`src/include/indicator_macros.svh`:
```
//**********************************************************
// Build-time constants for the LED breathing indicators
// Include wherever channel count, resolution or rates are needed
//**********************************************************

`ifndef INDICATOR_MACROS_SVH
`define INDICATOR_MACROS_SVH

// Number of LED channels on the panel row
`define IND_CHANNELS    8

// PWM resolution in bits
`define IND_RESOLUTION  8

// clk cycles per PWM tick
`define IND_PWM_DIV     2

// PWM frames per phase step
`define IND_STEP_DIV    4

// Brightest level, 2^R - 1
`define IND_MAX_LEVEL   ((1 << `IND_RESOLUTION) - 1)

// Length of one full triangle, up and down
`define IND_PHASE_MOD   ((2 << `IND_RESOLUTION) - 2)

// Phase distance between neighbouring channels
`define IND_CH_OFFSET   (`IND_PHASE_MOD / `IND_CHANNELS)

`endif

```
`src/hw/indicator_cfg_pkg.sv`:
```
//**********************************************************
// Value types of the indicator design
// Widths of levels, phase and counters, plus controller states
//**********************************************************

`include "indicator_macros.svh"

package indicator_cfg_pkg;

	// Brightness of one channel
	typedef logic [`IND_RESOLUTION-1:0] level_t;

	// Position within the triangle, one bit wider than a level
	typedef logic [`IND_RESOLUTION:0] phase_t;

	// PWM tick prescaler, counts up to IND_PWM_DIV - 1
	typedef logic [$clog2(`IND_PWM_DIV + 1)-1:0] prescale_t;

	// Frames between phase steps
	typedef logic [$clog2(`IND_STEP_DIV + 1)-1:0] step_cnt_t;

	// Controller modes
	typedef enum logic [1:0] {
		ST_IDLE  = 2'd0,
		ST_SWEEP = 2'd1,
		ST_HOLD  = 2'd2
	} ind_state_e;

endpackage

```
`src/hw/indicator_io_pkg.sv`:
```
//**********************************************************
// Signal bundles passed between the indicator blocks
//**********************************************************

package indicator_io_pkg;

	// Enable ticks from the timer, all one-cycle pulses
	typedef struct packed {
		logic pwm_tick;
		logic frame_end;
		logic step_tick;
	} tick_bus_t;

	// Controller commands
	typedef struct packed {
		// Phase advances on step ticks
		logic run;
		// One-cycle load of the preset phase
		logic load;
		// LEDs may light
		logic outputs_on;
	} ind_cmd_t;

endpackage

```
`src/hw/indicator_fsm.sv`:
```
//**********************************************************
// Controller for the breathing pattern
// Chooses dark, running or frozen display from enable and preset
//**********************************************************

`timescale 1ns/10ps

module indicator_fsm (
	input  logic                       clk,
	input  logic                       rst_n,
	input  logic                       enable,
	input  logic                       preset,
	output indicator_io_pkg::ind_cmd_t cmd
);

	indicator_cfg_pkg::ind_state_e state;
	indicator_cfg_pkg::ind_state_e state_next;
	logic                          load_q;

	//**********************************************************
	// Next state
	//**********************************************************

	always_comb begin
		state_next = state;
		case (state)
			indicator_cfg_pkg::ST_IDLE: begin
				// Preset wins so the load lands in hold
				if (preset) begin
					state_next = indicator_cfg_pkg::ST_HOLD;
				end else if (enable) begin
					state_next = indicator_cfg_pkg::ST_SWEEP;
				end
			end
			indicator_cfg_pkg::ST_SWEEP: begin
				if (!enable) begin
					state_next = indicator_cfg_pkg::ST_HOLD;
				end
			end
			indicator_cfg_pkg::ST_HOLD: begin
				// Stay one more cycle when a preset comes in
				if (enable && !preset) begin
					state_next = indicator_cfg_pkg::ST_SWEEP;
				end
			end
			default: begin
				state_next = indicator_cfg_pkg::ST_IDLE;
			end
		endcase
	end

	always_ff @(posedge clk) begin
		if (!rst_n) begin
			state <= indicator_cfg_pkg::ST_IDLE;
		end else begin
			state <= state_next;
		end
	end

	// Load pulse, one cycle after an accepted preset
	always_ff @(posedge clk) begin
		if (!rst_n) begin
			load_q <= 1'b0;
		end else begin
			load_q <= preset && (state != indicator_cfg_pkg::ST_SWEEP);
		end
	end

	// Command outputs straight from state
	assign cmd.run        = (state == indicator_cfg_pkg::ST_SWEEP);
	assign cmd.load       = load_q;
	assign cmd.outputs_on = (state != indicator_cfg_pkg::ST_IDLE);

	// Phase reload never competes with stepping
	a_no_load_in_sweep: assert property (@(posedge clk) disable iff (!rst_n)
		cmd.load |-> (state != indicator_cfg_pkg::ST_SWEEP));

endmodule

```
`src/hw/indicator_top.sv`:
```
//**********************************************************
// Front-panel LED breathing indicators, top level
// Drive enable as a level and preset as a one-cycle strobe
//**********************************************************

`timescale 1ns/10ps
`include "indicator_macros.svh"

module indicator_top (
	input  logic                            clk,
	input  logic                            rst_n,
	input  logic                            enable,
	input  logic                            preset,
	input  indicator_cfg_pkg::phase_t       preset_phase,
	output logic [`IND_CHANNELS-1:0]        pwm_out
);

	indicator_io_pkg::tick_bus_t                    ticks;
	indicator_io_pkg::ind_cmd_t                     cmd;
	indicator_cfg_pkg::level_t [`IND_CHANNELS-1:0]  levels;

	// Tick generation, steps only while running
	tick_timer i_timer (
		.clk   (clk),
		.rst_n (rst_n),
		.run   (cmd.run),
		.ticks (ticks)
	);

	// Mode control
	indicator_fsm i_fsm (
		.clk    (clk),
		.rst_n  (rst_n),
		.enable (enable),
		.preset (preset),
		.cmd    (cmd)
	);

	triangle_phase i_phase (
		.clk          (clk),
		.rst_n        (rst_n),
		.ticks        (ticks),
		.cmd          (cmd),
		.preset_phase (preset_phase),
		.levels       (levels)
	);

	// LED drivers
	pwm_bank i_pwm (
		.clk        (clk),
		.rst_n      (rst_n),
		.ticks      (ticks),
		.outputs_on (cmd.outputs_on),
		.levels     (levels),
		.pwm_out    (pwm_out)
	);

endmodule

```
`src/hw/pwm_bank.sv`:
```
//**********************************************************
// PWM output stage for all channels
// One shared counter, levels latched per frame, outputs registered
// with channel i on bit IND_CHANNELS - 1 - i
//**********************************************************

`timescale 1ns/10ps
`include "indicator_macros.svh"

module pwm_bank (
	input  logic                                          clk,
	input  logic                                          rst_n,
	input  indicator_io_pkg::tick_bus_t                   ticks,
	input  logic                                          outputs_on,
	input  indicator_cfg_pkg::level_t [`IND_CHANNELS-1:0] levels,
	output logic [`IND_CHANNELS-1:0]                      pwm_out
);

	indicator_cfg_pkg::level_t                      pwm_cnt;
	indicator_cfg_pkg::level_t [`IND_CHANNELS-1:0]  level_q;

	//**********************************************************
	// Shared counter and frame latch
	//**********************************************************

	// Wraps together with the timer frame counter
	always_ff @(posedge clk) begin
		if (!rst_n) begin
			pwm_cnt <= '0;
		end else if (ticks.pwm_tick) begin
			pwm_cnt <= pwm_cnt + 1'b1;
		end
	end

	// New levels only at a frame boundary
	always_ff @(posedge clk) begin
		if (ticks.frame_end) begin
			level_q <= levels;
		end
	end

	//**********************************************************
	// Compare per channel
	//**********************************************************

	// High for level counts of each frame
	always_ff @(posedge clk) begin
		if (!rst_n) begin
			pwm_out <= '0;
		end else begin
			for (int unsigned i = 0; i < `IND_CHANNELS; i++) begin
				pwm_out[`IND_CHANNELS-1-i] <= outputs_on && (pwm_cnt < level_q[i]);
			end
		end
	end

endmodule

```
`src/hw/tick_timer.sv`:
```
//**********************************************************
// Enable tick generator for the indicators
// Prescales clk into PWM ticks, marks frame ends and, while run
// is high, emits a phase step every IND_STEP_DIV frames
//**********************************************************

`timescale 1ns/10ps
`include "indicator_macros.svh"

module tick_timer (
	input  logic                        clk,
	input  logic                        rst_n,
	input  logic                        run,
	output indicator_io_pkg::tick_bus_t ticks
);

	indicator_cfg_pkg::prescale_t prescale;
	indicator_cfg_pkg::level_t    frame_cnt;
	indicator_cfg_pkg::step_cnt_t step_cnt;
	logic                         pre_wrap;
	logic                         frame_wrap;
	logic                         step_wrap;

	// Wrap conditions, ticks are registered copies of these
	assign pre_wrap   = (prescale == indicator_cfg_pkg::prescale_t'(`IND_PWM_DIV - 1));
	assign frame_wrap = pre_wrap &&
		(frame_cnt == indicator_cfg_pkg::level_t'(`IND_MAX_LEVEL));
	assign step_wrap  = frame_wrap && run &&
		(step_cnt == indicator_cfg_pkg::step_cnt_t'(`IND_STEP_DIV - 1));

	//**********************************************************
	// Counters
	//**********************************************************

	always_ff @(posedge clk) begin
		if (!rst_n) begin
			prescale <= '0;
		end else if (pre_wrap) begin
			prescale <= '0;
		end else begin
			prescale <= prescale + 1'b1;
		end
	end

	// Frame position, wraps naturally at 2^R ticks
	always_ff @(posedge clk) begin
		if (!rst_n) begin
			frame_cnt <= '0;
		end else if (pre_wrap) begin
			frame_cnt <= frame_cnt + 1'b1;
		end
	end

	// Frames only counted while running, held otherwise
	always_ff @(posedge clk) begin
		if (!rst_n) begin
			step_cnt <= '0;
		end else if (frame_wrap && run) begin
			step_cnt <= step_wrap ? '0 : step_cnt + 1'b1;
		end
	end

	// Registered tick outputs
	always_ff @(posedge clk) begin
		if (!rst_n) begin
			ticks <= '0;
		end else begin
			ticks.pwm_tick  <= pre_wrap;
			ticks.frame_end <= frame_wrap;
			ticks.step_tick <= step_wrap;
		end
	end

	// Tick nesting seen by the PWM bank and the phase unit
	a_step_in_frame: assert property (@(posedge clk) disable iff (!rst_n)
		ticks.step_tick |-> ticks.frame_end);
	a_frame_on_tick: assert property (@(posedge clk) disable iff (!rst_n)
		ticks.frame_end |-> ticks.pwm_tick);

endmodule

```
`src/hw/triangle_phase.sv`:
```
//**********************************************************
// Shared phase and per-channel triangle fold
// Steps or reloads one phase and turns it into registered levels,
// each channel shifted by an even share of the triangle
//**********************************************************

`timescale 1ns/10ps
`include "indicator_macros.svh"

module triangle_phase (
	input  logic                                             clk,
	input  logic                                             rst_n,
	input  indicator_io_pkg::tick_bus_t                      ticks,
	input  indicator_io_pkg::ind_cmd_t                       cmd,
	input  indicator_cfg_pkg::phase_t                        preset_phase,
	output indicator_cfg_pkg::level_t [`IND_CHANNELS-1:0]    levels
);

	indicator_cfg_pkg::phase_t phase;
	indicator_cfg_pkg::phase_t preset_q;

	// Reduce a raw phase into the triangle length
	function automatic indicator_cfg_pkg::phase_t wrap_phase(
		input indicator_cfg_pkg::phase_t raw
	);
		if (raw >= `IND_PHASE_MOD) begin
			return indicator_cfg_pkg::phase_t'(raw - `IND_PHASE_MOD);
		end
		return raw;
	endfunction

	// Level of channel idx for a given shared phase
	function automatic indicator_cfg_pkg::level_t fold_level(
		input indicator_cfg_pkg::phase_t base,
		input int unsigned               idx
	);
		logic [`IND_RESOLUTION+1:0] sum;
		indicator_cfg_pkg::phase_t  ch;
		sum = (`IND_RESOLUTION + 2)'(base + `IND_CH_OFFSET * idx);
		// Offset stays below one triangle, one subtraction is enough
		if (sum >= `IND_PHASE_MOD) begin
			sum = sum - (`IND_RESOLUTION + 2)'(`IND_PHASE_MOD);
		end
		ch = indicator_cfg_pkg::phase_t'(sum);
		// Falling half of the triangle
		if (ch > `IND_MAX_LEVEL) begin
			return indicator_cfg_pkg::level_t'(`IND_PHASE_MOD - ch);
		end
		return indicator_cfg_pkg::level_t'(ch);
	endfunction

	//**********************************************************
	// Phase register
	//**********************************************************

	// Preset value captured in the strobe cycle, load follows one later
	always_ff @(posedge clk) begin
		preset_q <= wrap_phase(preset_phase);
	end

	always_ff @(posedge clk) begin
		if (!rst_n) begin
			phase <= '0;
		end else if (cmd.load) begin
			phase <= preset_q;
		end else if (cmd.run && ticks.step_tick) begin
			phase <= (phase == indicator_cfg_pkg::phase_t'(`IND_PHASE_MOD - 1)) ?
				'0 : phase + 1'b1;
		end
	end

	// Levels follow the phase one clk later
	always_ff @(posedge clk) begin
		for (int unsigned i = 0; i < `IND_CHANNELS; i++) begin
			levels[i] <= fold_level(phase, i);
		end
	end

	a_phase_in_range: assert property (@(posedge clk) disable iff (!rst_n)
		phase < `IND_PHASE_MOD);

endmodule

```
`config.mk`:
```
export PLATFORM = sky130hd
export DESIGN_NAME = indicator_top
export DESIGN_NICKNAME = d
export VERILOG_FILES = /design/src/hw/indicator_cfg_pkg.sv /design/src/hw/indicator_io_pkg.sv /design/src/hw/indicator_fsm.sv /design/src/hw/indicator_top.sv /design/src/hw/pwm_bank.sv /design/src/hw/tick_timer.sv /design/src/hw/triangle_phase.sv
export VERILOG_INCLUDE_DIRS = /design/src /design/src/include
export SDC_FILE = /design/constraint.sdc
export NUM_CORES = 1
export LEC_CHECK = 0
export CAP_MARGIN = 0
export CORE_ASPECT_RATIO = 2
export CORE_MARGIN = 8
export CORE_UTILIZATION = 35
export DETAILED_ROUTE_END_ITERATION = 10
export DONT_BUFFER_PORTS = 1
export GPL_ROUTABILITY_DRIVEN = 1
export SYNTH_ARGS = -nofsm -noshare
export SYNTH_HDL_FRONTEND = slang
export SYNTH_SLANG_ARGS = --single-unit
```
`constraint.sdc`:
```
create_clock -name clk -period 6.09 [get_ports clk]
set_clock_uncertainty 0.15 [all_clocks]
set_input_delay 0.3045 -clock clk [delete_from_list [all_inputs] [get_ports clk]]
set_output_delay 0.3045 -clock clk [all_outputs]
set_load 0.05 [all_outputs]
```
[Word-level counts from Yosys, hierarchy flattened]
Index checks and enable logic that the tools add are counted.
Operators by class
  add/subtract/negate cells: 29
  multiply operators: 0
  divide/modulo/power cells: 0
  magnitude comparators: 25
  eq/ne operators: 10
  shift operators: 0
  multiplexer cells: 44
  bitwise operators: 1
  reduce and logical (&&, ||, !) cells: 20
Operators by type and width (count)
  two-way mux 8 bit: 16
  two-way mux 9 bit: 13
  subtractor 9 bit, second input constant: 9
  > comparator 9 x 8 -> 1 bit, second input constant: 8
  >= comparator 10 x 9 -> 1 bit, second input constant: 7
  < comparator 8 bit: 8
  subtractor 8 bit, first input constant: 8
  adder 9 x 9 -> 10 bit, second input constant: 3
  adder 9 x 8 -> 10 bit, second input constant: 2
  >= comparator 9 bit, second input constant: 2
  adder 8 x 1 -> 8 bit, second input constant: 2
  logical AND 1 bit: 14
  adder 9 x 6 -> 10 bit, second input constant: 1
  adder 9 x 7 -> 10 bit, second input constant: 1
  adder 9 x 1 -> 9 bit, second input constant: 1
  equality test 9 bit, second input constant: 1
  two-way mux 1 bit: 9
  equality test 8 bit, second input constant: 1
  two-way mux 2 bit: 4
  one-hot mux 2 bit (3 select lines): 1
  equality test 2 x 1 -> 1 bit, second input constant: 2
  inequality test 2 x 1 -> 1 bit, second input constant: 2
  nonzero test 2 bit: 2
  adder 3 x 1 -> 3 bit, second input constant: 1
  other kinds (11): 11
Storage, ports and cells
  register bits after elaboration: 181
  bits in latches: 0
  memory bits (writable): 0
  ROM bits: 0
  input bits: 13
  output and inout bits: 8
  memories: 0

[Depth between registers and ports, before layout]
Gate-level depths: netlist of the first run.
  word-level depth: 6
  mapped depth: 16

[Modules after synthesis]
A second synthesis of the first run with hierarchy kept.
Second synthesis, totals
  cells, all modules: 1321
  area total of the unflattened synthesis: 11903.9 um^2
By module, submodules not included
  triangle_phase: instances 1, cells an instance 935, area each 7224.4 um^2
  pwm_bank: instances 1, cells an instance 301, area each 3856.2 um^2
  tick_timer: instances 1, cells an instance 70, area each 686.9 um^2
  indicator_fsm: instances 1, cells an instance 15, area each 136.4 um^2

[Worst setup path before layout of the first run]
No wires, ideal clock.
  path type: flip-flop to flip-flop
  start point: register i_phase.phase[1]
  end point: register i_phase.levels[44] (netlist name)
  data arrival time: 3.933 ns
  required time: 5.821 ns
  path slack: 1.888 ns
  cell stages (with the launch flop): 15
  path buffers: 1
  clock period less this slack: 4.202 ns
  cell sequence: dfxtp_1 clkbuf_1 clkinv_1 ha_1 a2111o_1 xnor2_1 a211oi_1 a41oi_2 xnor2_1 ha_1 a21oi_1 inv_1 o31ai_4 o221ai_2 xnor2_1
Between the ends
  longest elaborated chain between the ends: 6
Ends and longest elaborated chain
  from (decl): RTL line triangle_phase.sv:19  | indicator_cfg_pkg::phase_t phase;
  from (signal assigned): RTL line triangle_phase.sv:65  | phase <= preset_q;
  from (signal assigned): RTL line triangle_phase.sv:67  | phase <= (phase == indicator_cfg_pkg::phase_t'(`IND_PHASE_MOD - 1)) ?
  adder 9 x 9 -> 10 bit *: RTL line triangle_phase.sv:39  | sum = (`IND_RESOLUTION + 2)'(base + `IND_CH_OFFSET * idx);
  subtractor 9 bit or >= comparator 10 x 9 -> 1 bit (tied branches)
  two-way mux 9 bit *: RTL line triangle_phase.sv:41  | if (sum >= `IND_PHASE_MOD) begin
  subtractor 8 bit (no source line) or > comparator 9 x 8 -> 1 bit (tied branches)
  two-way mux 8 bit or two-way mux 1 bit (tied branches): RTL line triangle_phase.sv:46  | if (ch > `IND_MAX_LEVEL) begin
  two-way mux 8 bit *: RTL line triangle_phase.sv:49  | return indicator_cfg_pkg::level_t'(ch);
  to (signal, indexed assignment): RTL line triangle_phase.sv:75  | levels[i] <= fold_level(phase, i);
  to (decl): RTL line triangle_phase.sv:16  | output indicator_cfg_pkg::level_t [`IND_CHANNELS-1:0] levels
Every way passes the cells marked *; elsewhere a longest branch is shown, timed or not. The select of a mux whose other input is x is not followed.
A chain may end at the register's enable or synchronous reset.

[Worst setup path after layout of the first run]
  start point: register i_phase.phase[2]
  end point: register i_phase.levels[11] (netlist name)
Between the ends
  longest elaborated chain between the ends: 6
Ends and longest elaborated chain (RTL line)
  adder 9 x 6 -> 10 bit *: triangle_phase.sv:39
  subtractor 9 bit or >= comparator 10 x 9 -> 1 bit (tied branches)
  two-way mux 9 bit *: triangle_phase.sv:41
  subtractor 8 bit (no source line) or > comparator 9 x 8 -> 1 bit (tied branches)
  two-way mux 8 bit or two-way mux 1 bit (tied branches): triangle_phase.sv:46
  two-way mux 8 bit *: triangle_phase.sv:49
Marks and branches as above.

==> results.md, run 1 <==
* Crit path DAT at 4860 ps
* Clock-pin slew on the worst setup and hold paths at 70 ps
* Max Clock Freq at 215 MHz
* Vias in the first global route at 8746
* Die ar. at 0.0384 mm2
* Main combinational cell family by area after synthesis: simple AND/OR/NAND/NOR gates
* Area leader, netlist: dfxtp_1
* Slew Limit Fails at 0
* Setup crit start kind: flip-flop
* Reg2reg setup slack at 1440 ps
* Placer Congestion at 0.895
* Setup TNS Final at 0 ps
* Peak supply drop at 0.204 mV
* NumNets Final at 1349
* Run status: finished, final reports clean
* Crit-path max FO at 19
* Critical path endpoint: i_phase.levels[11]
* Met2 Wirelength at roughly 13000 um
* H-Tree Depth at 4
* CP Capture Type: flip-flop
* DRT iter0 DRCs at 638
* Worst Hold Class: in -> reg
* Vias at 8773
* IO Pins at 21
* N_diodes at 0
* Post-Syn Area at approximately 0.011 mm2
* Routed wire length per instance at 16.4 um
* Post-synthesis instance total at 1229
* Critical path class: reg -> reg
* Post-Synth XOR/XNOR Area at 9.65%
* Tcrit/Tclk final at 76.3%
* DRT Pass-1 Iters at 5
* TritonCTS clock tree: yes
* Cell variety after synth at 90
* Clock root buffer: clkbuf_16
* Clock tree sinks at 175
* Most common cell in the netlist: dfxtp_1
* First-pass GRT wire length at 44800 um
* Resize count post-CTS at 0
* Max Used Layer: met4
* Std-Cell Rows at between 90 and 100
* Met1 WL at between 10000 and 15000 um
* Setup ws final at 1440 ps
* Cells after DPL at 1627
* Fin crit period at 4650 ps
* Area Growth Syn to Fin at 11.0%
* Clock latency on the worst-skew pair at 440 ps
* Largest net degree at the start of global routing at 62
* Top cells by count, synth: dfxtp_1, ha_1, nand2_1
* Asr flop ratio synth at 0%
* Hold Slack at 94.7 ps
* Initial antenna violation count at 0
* Endpoints failing hold at 0
* Non-Filler Instances at 1679
* Compound-Gate Fraction of Synth Area at between 15 and 20%
* Num CTS Buffers at 17
* Die Ht at 269 um
* Worst Tran Pin Value at 1080 ps
* Critical path startpoint: i_phase.phase[2]
* Post-synthesis sequential area ratio at 36.6%
* Dpl hpwl at just under 20000 um
* Die extent in x at 143 um
* Filler cells at approximately 3200
* Pre-CTS setup slack at around 1500 ps
* Worst R2R Path Depth at 12
* CP required at 6310 ps
* Dominant synthesized flop cell: dfxtp_1
* Total wire length at about 27000 um
* FF+latch area at 0.00412 mm2
* Post-route ant nets at 0
* Via density at between 5 and 6
* Setup violators final at 0
* GRT Resource Usage Total at 14.7%
* Share of post-route cells with drive strength above 1 at 7.43%
* Port bufs at 0
* EDFF count, synth at 61
* Post-Synth Simple-Gate Area at 18.5%
* Yosys top cell area share at 20.3%
* FF+latch count, synth at 175
* Reg2reg end: i_phase.levels[11]
* Unrepaired setup endpoints after global routing: false
* DRC Markers at 0
* GRT overflow at 0
* Synth area leaders: dfxtp_1, edfxtp_1, ha_1
* Warnings from Yosys at 0
* Post-Syn Nets at 1339
* Post-Synth Adder-Cell Area at 10.8%
* Multi-input combinational cell area at between 0.006 and 0.007 mm2
* Initial Util at 35.2%
* Lkg Pwr at just over 5 nW
* Mux cell area share after synthesis at 2.03%
* Met3 WL at 1040 um
* Avg Inst Size Synth at ~9.1 um2
* RR Startpoint: i_phase.phase[2]
* Pwr per Cell Area at 264 mW/mm2
* Fin util at about two fifths
* Worst rel slew slack at 27.9%
* Max Cap Viol at 0
* Core Footprint at 0.0319 mm2
* Max Buffers Root-to-Sink at 2
[per-layer routing]
layer	vias to the layer above	track usage [%]
met5	-	0
met4	0	6.19
met3	47	2.62
met2	223	24.6
met1	4143	18.0
li1	4360	-
[state kept, by name (all words and copies together) (netlist names)]
| name | cells |
|---|---|
| i_pwm.pwm_out | 8 |
| i_fsm.load_q | 1 |
| i_phase.preset_q | 9 |
| i_phase.levels | 61 |
| i_pwm.pwm_cnt | 8 |
| i_timer.step_cnt | 3 |
| i_timer.prescale | 2 |
| i_pwm.level_q | 61 |
| i_fsm.state | 2 |
| i_timer.frame_cnt | 8 |
| i_timer.ticks | 3 |
| i_phase.phase | 9 |
[power by group]
| part | switching, W | internal, W | leakage [nW] |
|---|---|---|---|
| combinational | 0.000483 | 0.000306 | 3.26 |
| sequential | 0.0000651 | 0.00138 | 1.50 |
| clock | 0.000455 | 0.000601 | 0.287 |
[cell usage in the layout, fill, tap and decap left out, types with 8 or more instances in the layout]
cell type / n
xnor2_1: 85
o21ai_0: 59
a21oi_1: 78
a31oi_1: 21
xor2_1: 35
a21boi_0: 14
and2_1: 29
nand2_1: 90
a211oi_1: 15
nand3_1: 29
nor2b_1: 34
inv_1: 86
nand2b_1: 33
and3_1: 14
nand4_1: 14
clkbuf_16: 18
ha_1: 97
buf_4: 15
o21ai_1: 8
mux2i_1: 16
nor2_1: 81
edfxtp_1: 61
nor3_1: 23
dlygate4sd3_1: 20
dfxtp_1: 113
[cells by family (layout without fill, tap and decap cells)]
logic type | count (synthesis) | after routing
AND/OR/NAND/NOR | 393 | 393
AO/OA/AOI/OAI | 285 | 285
flip-flops | 175 | 175
buffers and inverters | 135 | 158
XOR/XNOR | 122 | 122
adder cells (fa/ha/maj) | 97 | 97
multiplexers | 22 | 22
[critical path, cell delays in order, from the launching register on]
cell and delay, ps:
dfxtp_1 870, inv_1 330, ha_1 420, a21boi_0 200, xnor2_1 540, nand4_1 210, or3_1 400, a21oi_4 260
mux2_2 400, nor3_2 240, a41oi_2 210, a21oi_1 190, xnor2_1 130
[timing repair]
action / CTS / global route
endpoints found under the hold margin: 45 / 0
buffers inserted: 0 / 0
hold buffers: 20 / 0
[per-stage QoR]
step	power, W	cell area (um2)
2_1_floorplan	0.00205	11200
3_3_place_gp	0.00222	11700
3_5_place_dp	0.00224	11700
4_1_cts	0.00332	12500
5_1_grt	0.00347	12500
6_report	0.00329	12500
[cell type report]
cell class,count,share of cell area (%)
multi-input combinational,919,52.8
timing repair buffer,35,2.51
sequential,175,33.0
clock buffer,21,3.79
clock inverter,11,0.834
tap,427,4.29
inverter,91,2.74
[worst min path at each step]
stage                               start  depth (start not counted)             endpoint
after CTS                 preset_phase[8]                          2  i_phase.preset_q[2]
after detailed placement  preset_phase[0]                          0  i_phase.preset_q[0]
after global placement    preset_phase[0]                          0  i_phase.preset_q[0]
after floorplan           preset_phase[0]                          0  i_phase.preset_q[0]
after global routing      preset_phase[8]                          2  i_phase.preset_q[2]
final                     preset_phase[8]                          2  i_phase.preset_q[2]
Note: power is estimated with default switching activity, not from simulation.
==> run 2: changes to the inputs <==
- clock period: 6.09 -> 3.7 ns (I/O delays scaled with it)
==> run 2 against run 1 <==
  * Combinational power up 87%
  * Largest power group unchanged
  * Via count increased by 3.9%
  * Largest cell class unchanged
  * Non-clock buffer count increased by 70
  * Clock power is 66% higher
==> results.md, run 2 (synthesis gave the netlist of run 1 again) <==
* Share of post-route cells with drive strength above 1 at 14.2% (was 7.43%)
* Die ar. at 0.0384 mm2 (unchanged)
* CP Capture Type: flip-flop (unchanged)
* CP max stage delay at 520 ps (was 870 ps)
* Largest registers: i_phase.levels x61, i_pwm.level_q x61 (unchanged)
* Vias at 9116 (was 8773)
* First-pass GRT wire length at 46000 um (was 44800 um)
* Die Ht at 269 um (unchanged)
* Initial antenna violation count at 0 (unchanged)
* Setup crit start kind: flip-flop (unchanged)
* Largest net degree at the start of global routing at 62 (unchanged)
* Placer Congestion at 0.923 (was 0.895)
* CP required at 3870 ps (was 6310 ps)
* Die extent in x at 143 um (unchanged)
* Commonest non-fill, non-tap cell in the layout: dfxtp_1 (unchanged)
* Dpl hpwl at 21200 um (was 19700 um)
* Max Clock Freq at 279 MHz (was 215 MHz)
* Critical path class: reg -> reg (unchanged)
* Crit path buffers/inverters at 3 (was 1)
* Endpoints failing hold at 0 (unchanged)
* Tcrit/Tclk final at 96.7% (was 76.3%)
* Non-Filler Instances at 1749 (was 1679)
* Total wire length at 28400 um (was 27500 um)
* Clock tree sinks at 175 (unchanged)
* N_diodes at 0 (unchanged)
* Vias in the first global route at 9088 (was 8746)
* Setup violators final at 0 (unchanged)
* Num CTS Buffers at 17 (unchanged)
* Most frequent cells in the layout: dfxtp_1, ha_1, nand2_1 (unchanged)
* Clock latency on the worst-skew pair at 450 ps (was 440 ps)
* Total power at 0.00559 W (was 0.00329 W)
* Run status: finished, final reports clean (unchanged)
* Filler cells at 3202 (was 3213)
* Port bufs at 0 (unchanged)
* Routed wire length per instance at 16.2 um (was 16.4 um)
* Clock root buffer: clkbuf_16 (unchanged)
* Peak supply drop at 0.355 mV (was 0.204 mV)
* Crit path DAT at 3750 ps (was 4860 ps)
* H-Tree Depth at 4 (unchanged)
* GRT overflow at 0 (unchanged)
* Via density at 5.21 (was 5.23)
* Clock-pin slew on the worst setup and hold paths at 70 ps (about the same)
* Setup TNS Final at 0 ps (unchanged)
* Post-route ant nets at 0 (unchanged)
* Unrepaired setup endpoints after global routing: true (was false)
* Core Footprint at 0.0319 mm2 (unchanged)
* Pwr per Cell Area at 426 mW/mm2 (was 264 mW/mm2)
* Fin crit period at 3580 ps (was 4650 ps)
* GRT Resource Usage Total at 15.2% (was 14.7%)
* Max Buffers Root-to-Sink at 2 (unchanged)
* Cells after DPL at 1696 (was 1627)
* Initial Util at 35.2% (unchanged)
* TritonCTS clock tree: yes (unchanged)
* Lkg Pwr at 5.43 nW (was 5.05 nW)
* Slowest-stage cell, CP: or3b_2 (was dfxtp_1)
* NumNets Final at 1419 (was 1349)
* IO Pins at 21 (unchanged)
* Worst rel slew slack at 24.3% (was 27.9%)
* Std-Cell Rows at 93 (unchanged)
* Max Cap Viol at 0 (unchanged)
* Area Growth Syn to Fin at 16.8% (was 11.0%)
* DRT iter0 DRCs at 520 (was 638)
* Slew Limit Fails at 0 (unchanged)
* Worst Tran Pin Value at 1130 ps (was 1080 ps)
* DRT Pass-1 Iters at 5 (unchanged)
* DRC Markers at 0 (unchanged)
* Critical-path cell list: inv_1 -> buf_4 -> ha_1 -> or3b_2 -> o21ai_1 -> a32oi_1 -> o31ai_2 -> nand2_1 -> xnor2_2 -> inv_1 -> ha_1 -> and2_1 -> o31a_1 -> o21ai_0 -> o31ai_1 (was inv_1 -> ha_1 -> a21boi_0 -> xnor2_1 -> nand4_1 -> or3_1 -> a21oi_4 -> mux2_2 -> nor3_2 -> a41oi_2 -> a21oi_1 -> xnor2_1)
* Top Family by Delay on Critical Path: compound AO/OA/AOI/OAI gates (was flip-flops)
* Crit-path max FO at 6 (was 19)
* Worst Hold Class: in -> reg (unchanged)
==> run 2: cell types whose count changed in the layout (fill, tap and decap cells not counted), moves of 3 or more <==
| cell | change |
|---|---|
| xnor2_2 | +4 |
| buf_4 | +70 |
| clkinv_1 | -3 |
| inv_8 | +5 |
| xnor2_1 | -4 |
| clkinv_8 | +3 |
==> run 2: final timing paths <==
path	start	endpoint	slack, ps	depth (start not counted)
setup / recovery	i_phase.phase[2]	i_phase.levels[22]	120	15
hold / removal	preset_phase[2]	i_phase.preset_q[2]	150	4
setup reg to reg	i_phase.phase[2]	i_phase.levels[22]	120	15
hold reg to reg	i_phase.levels[18]	i_pwm.level_q[18]	250	0
==> run 2: final cells by class <==
cell class,instances,area (um2),area share (%)
clock buffer,17,425,3.24
clock inverter,15,165,1.26
inverter,91,344,2.62
multi-input combinational,919,6680,50.9
sequential,175,4120,31.4
tap,427,534,4.07
timing repair buffer,105,848,6.47
==> run 2: through the flow <==
stage                     area [um2]  worst slack (ps)  util, %  hold WS (ps)
after floorplan                11200              1.46        -          62.7
after global placement         12200               191     38.4          62.9
after detailed placement       12200               110     38.4          62.9
after CTS                      13000              76.1     40.8           116
after global routing           13100             -61.1     41.1           176
final                          13100               120     41.1           149
==> run 2: worst min-delay path, cell delays in order <==
cell and delay [ps]:
nand2_1 50, nor2_1 90, o211ai_1 140, mux2_2 260
==> run 2: routing by layer <==
layer | share of wire, % | track usage, % | up-vias
met5 | 0 | 0 | -
met4 | 4.6 | 8.64 | 0
met3 | 3.7 | 2.37 | 70
met2 | 49 | 25.7 | 220
met1 | 42 | 17.7 | 4324
li1 | - | - | 4502
==> run 2: timing repair <==
action,4_1_cts,5_1_grt
setup buffers,0,2
hold buffers,19,0
hold endpoints to repair,52,0
gates resized for setup,0,21
setup endpoints to repair,0,32
==> run 2: report_power, final <==
| group | internal (W) | total (W) | switching (W) |
|---|---|---|---|
| clock | 0.000906 | 0.00176 | 0.000851 |
| sequential | 0.00227 | 0.00236 | 0.0000974 |
| combinational | 0.000621 | 0.00147 | 0.000845 |
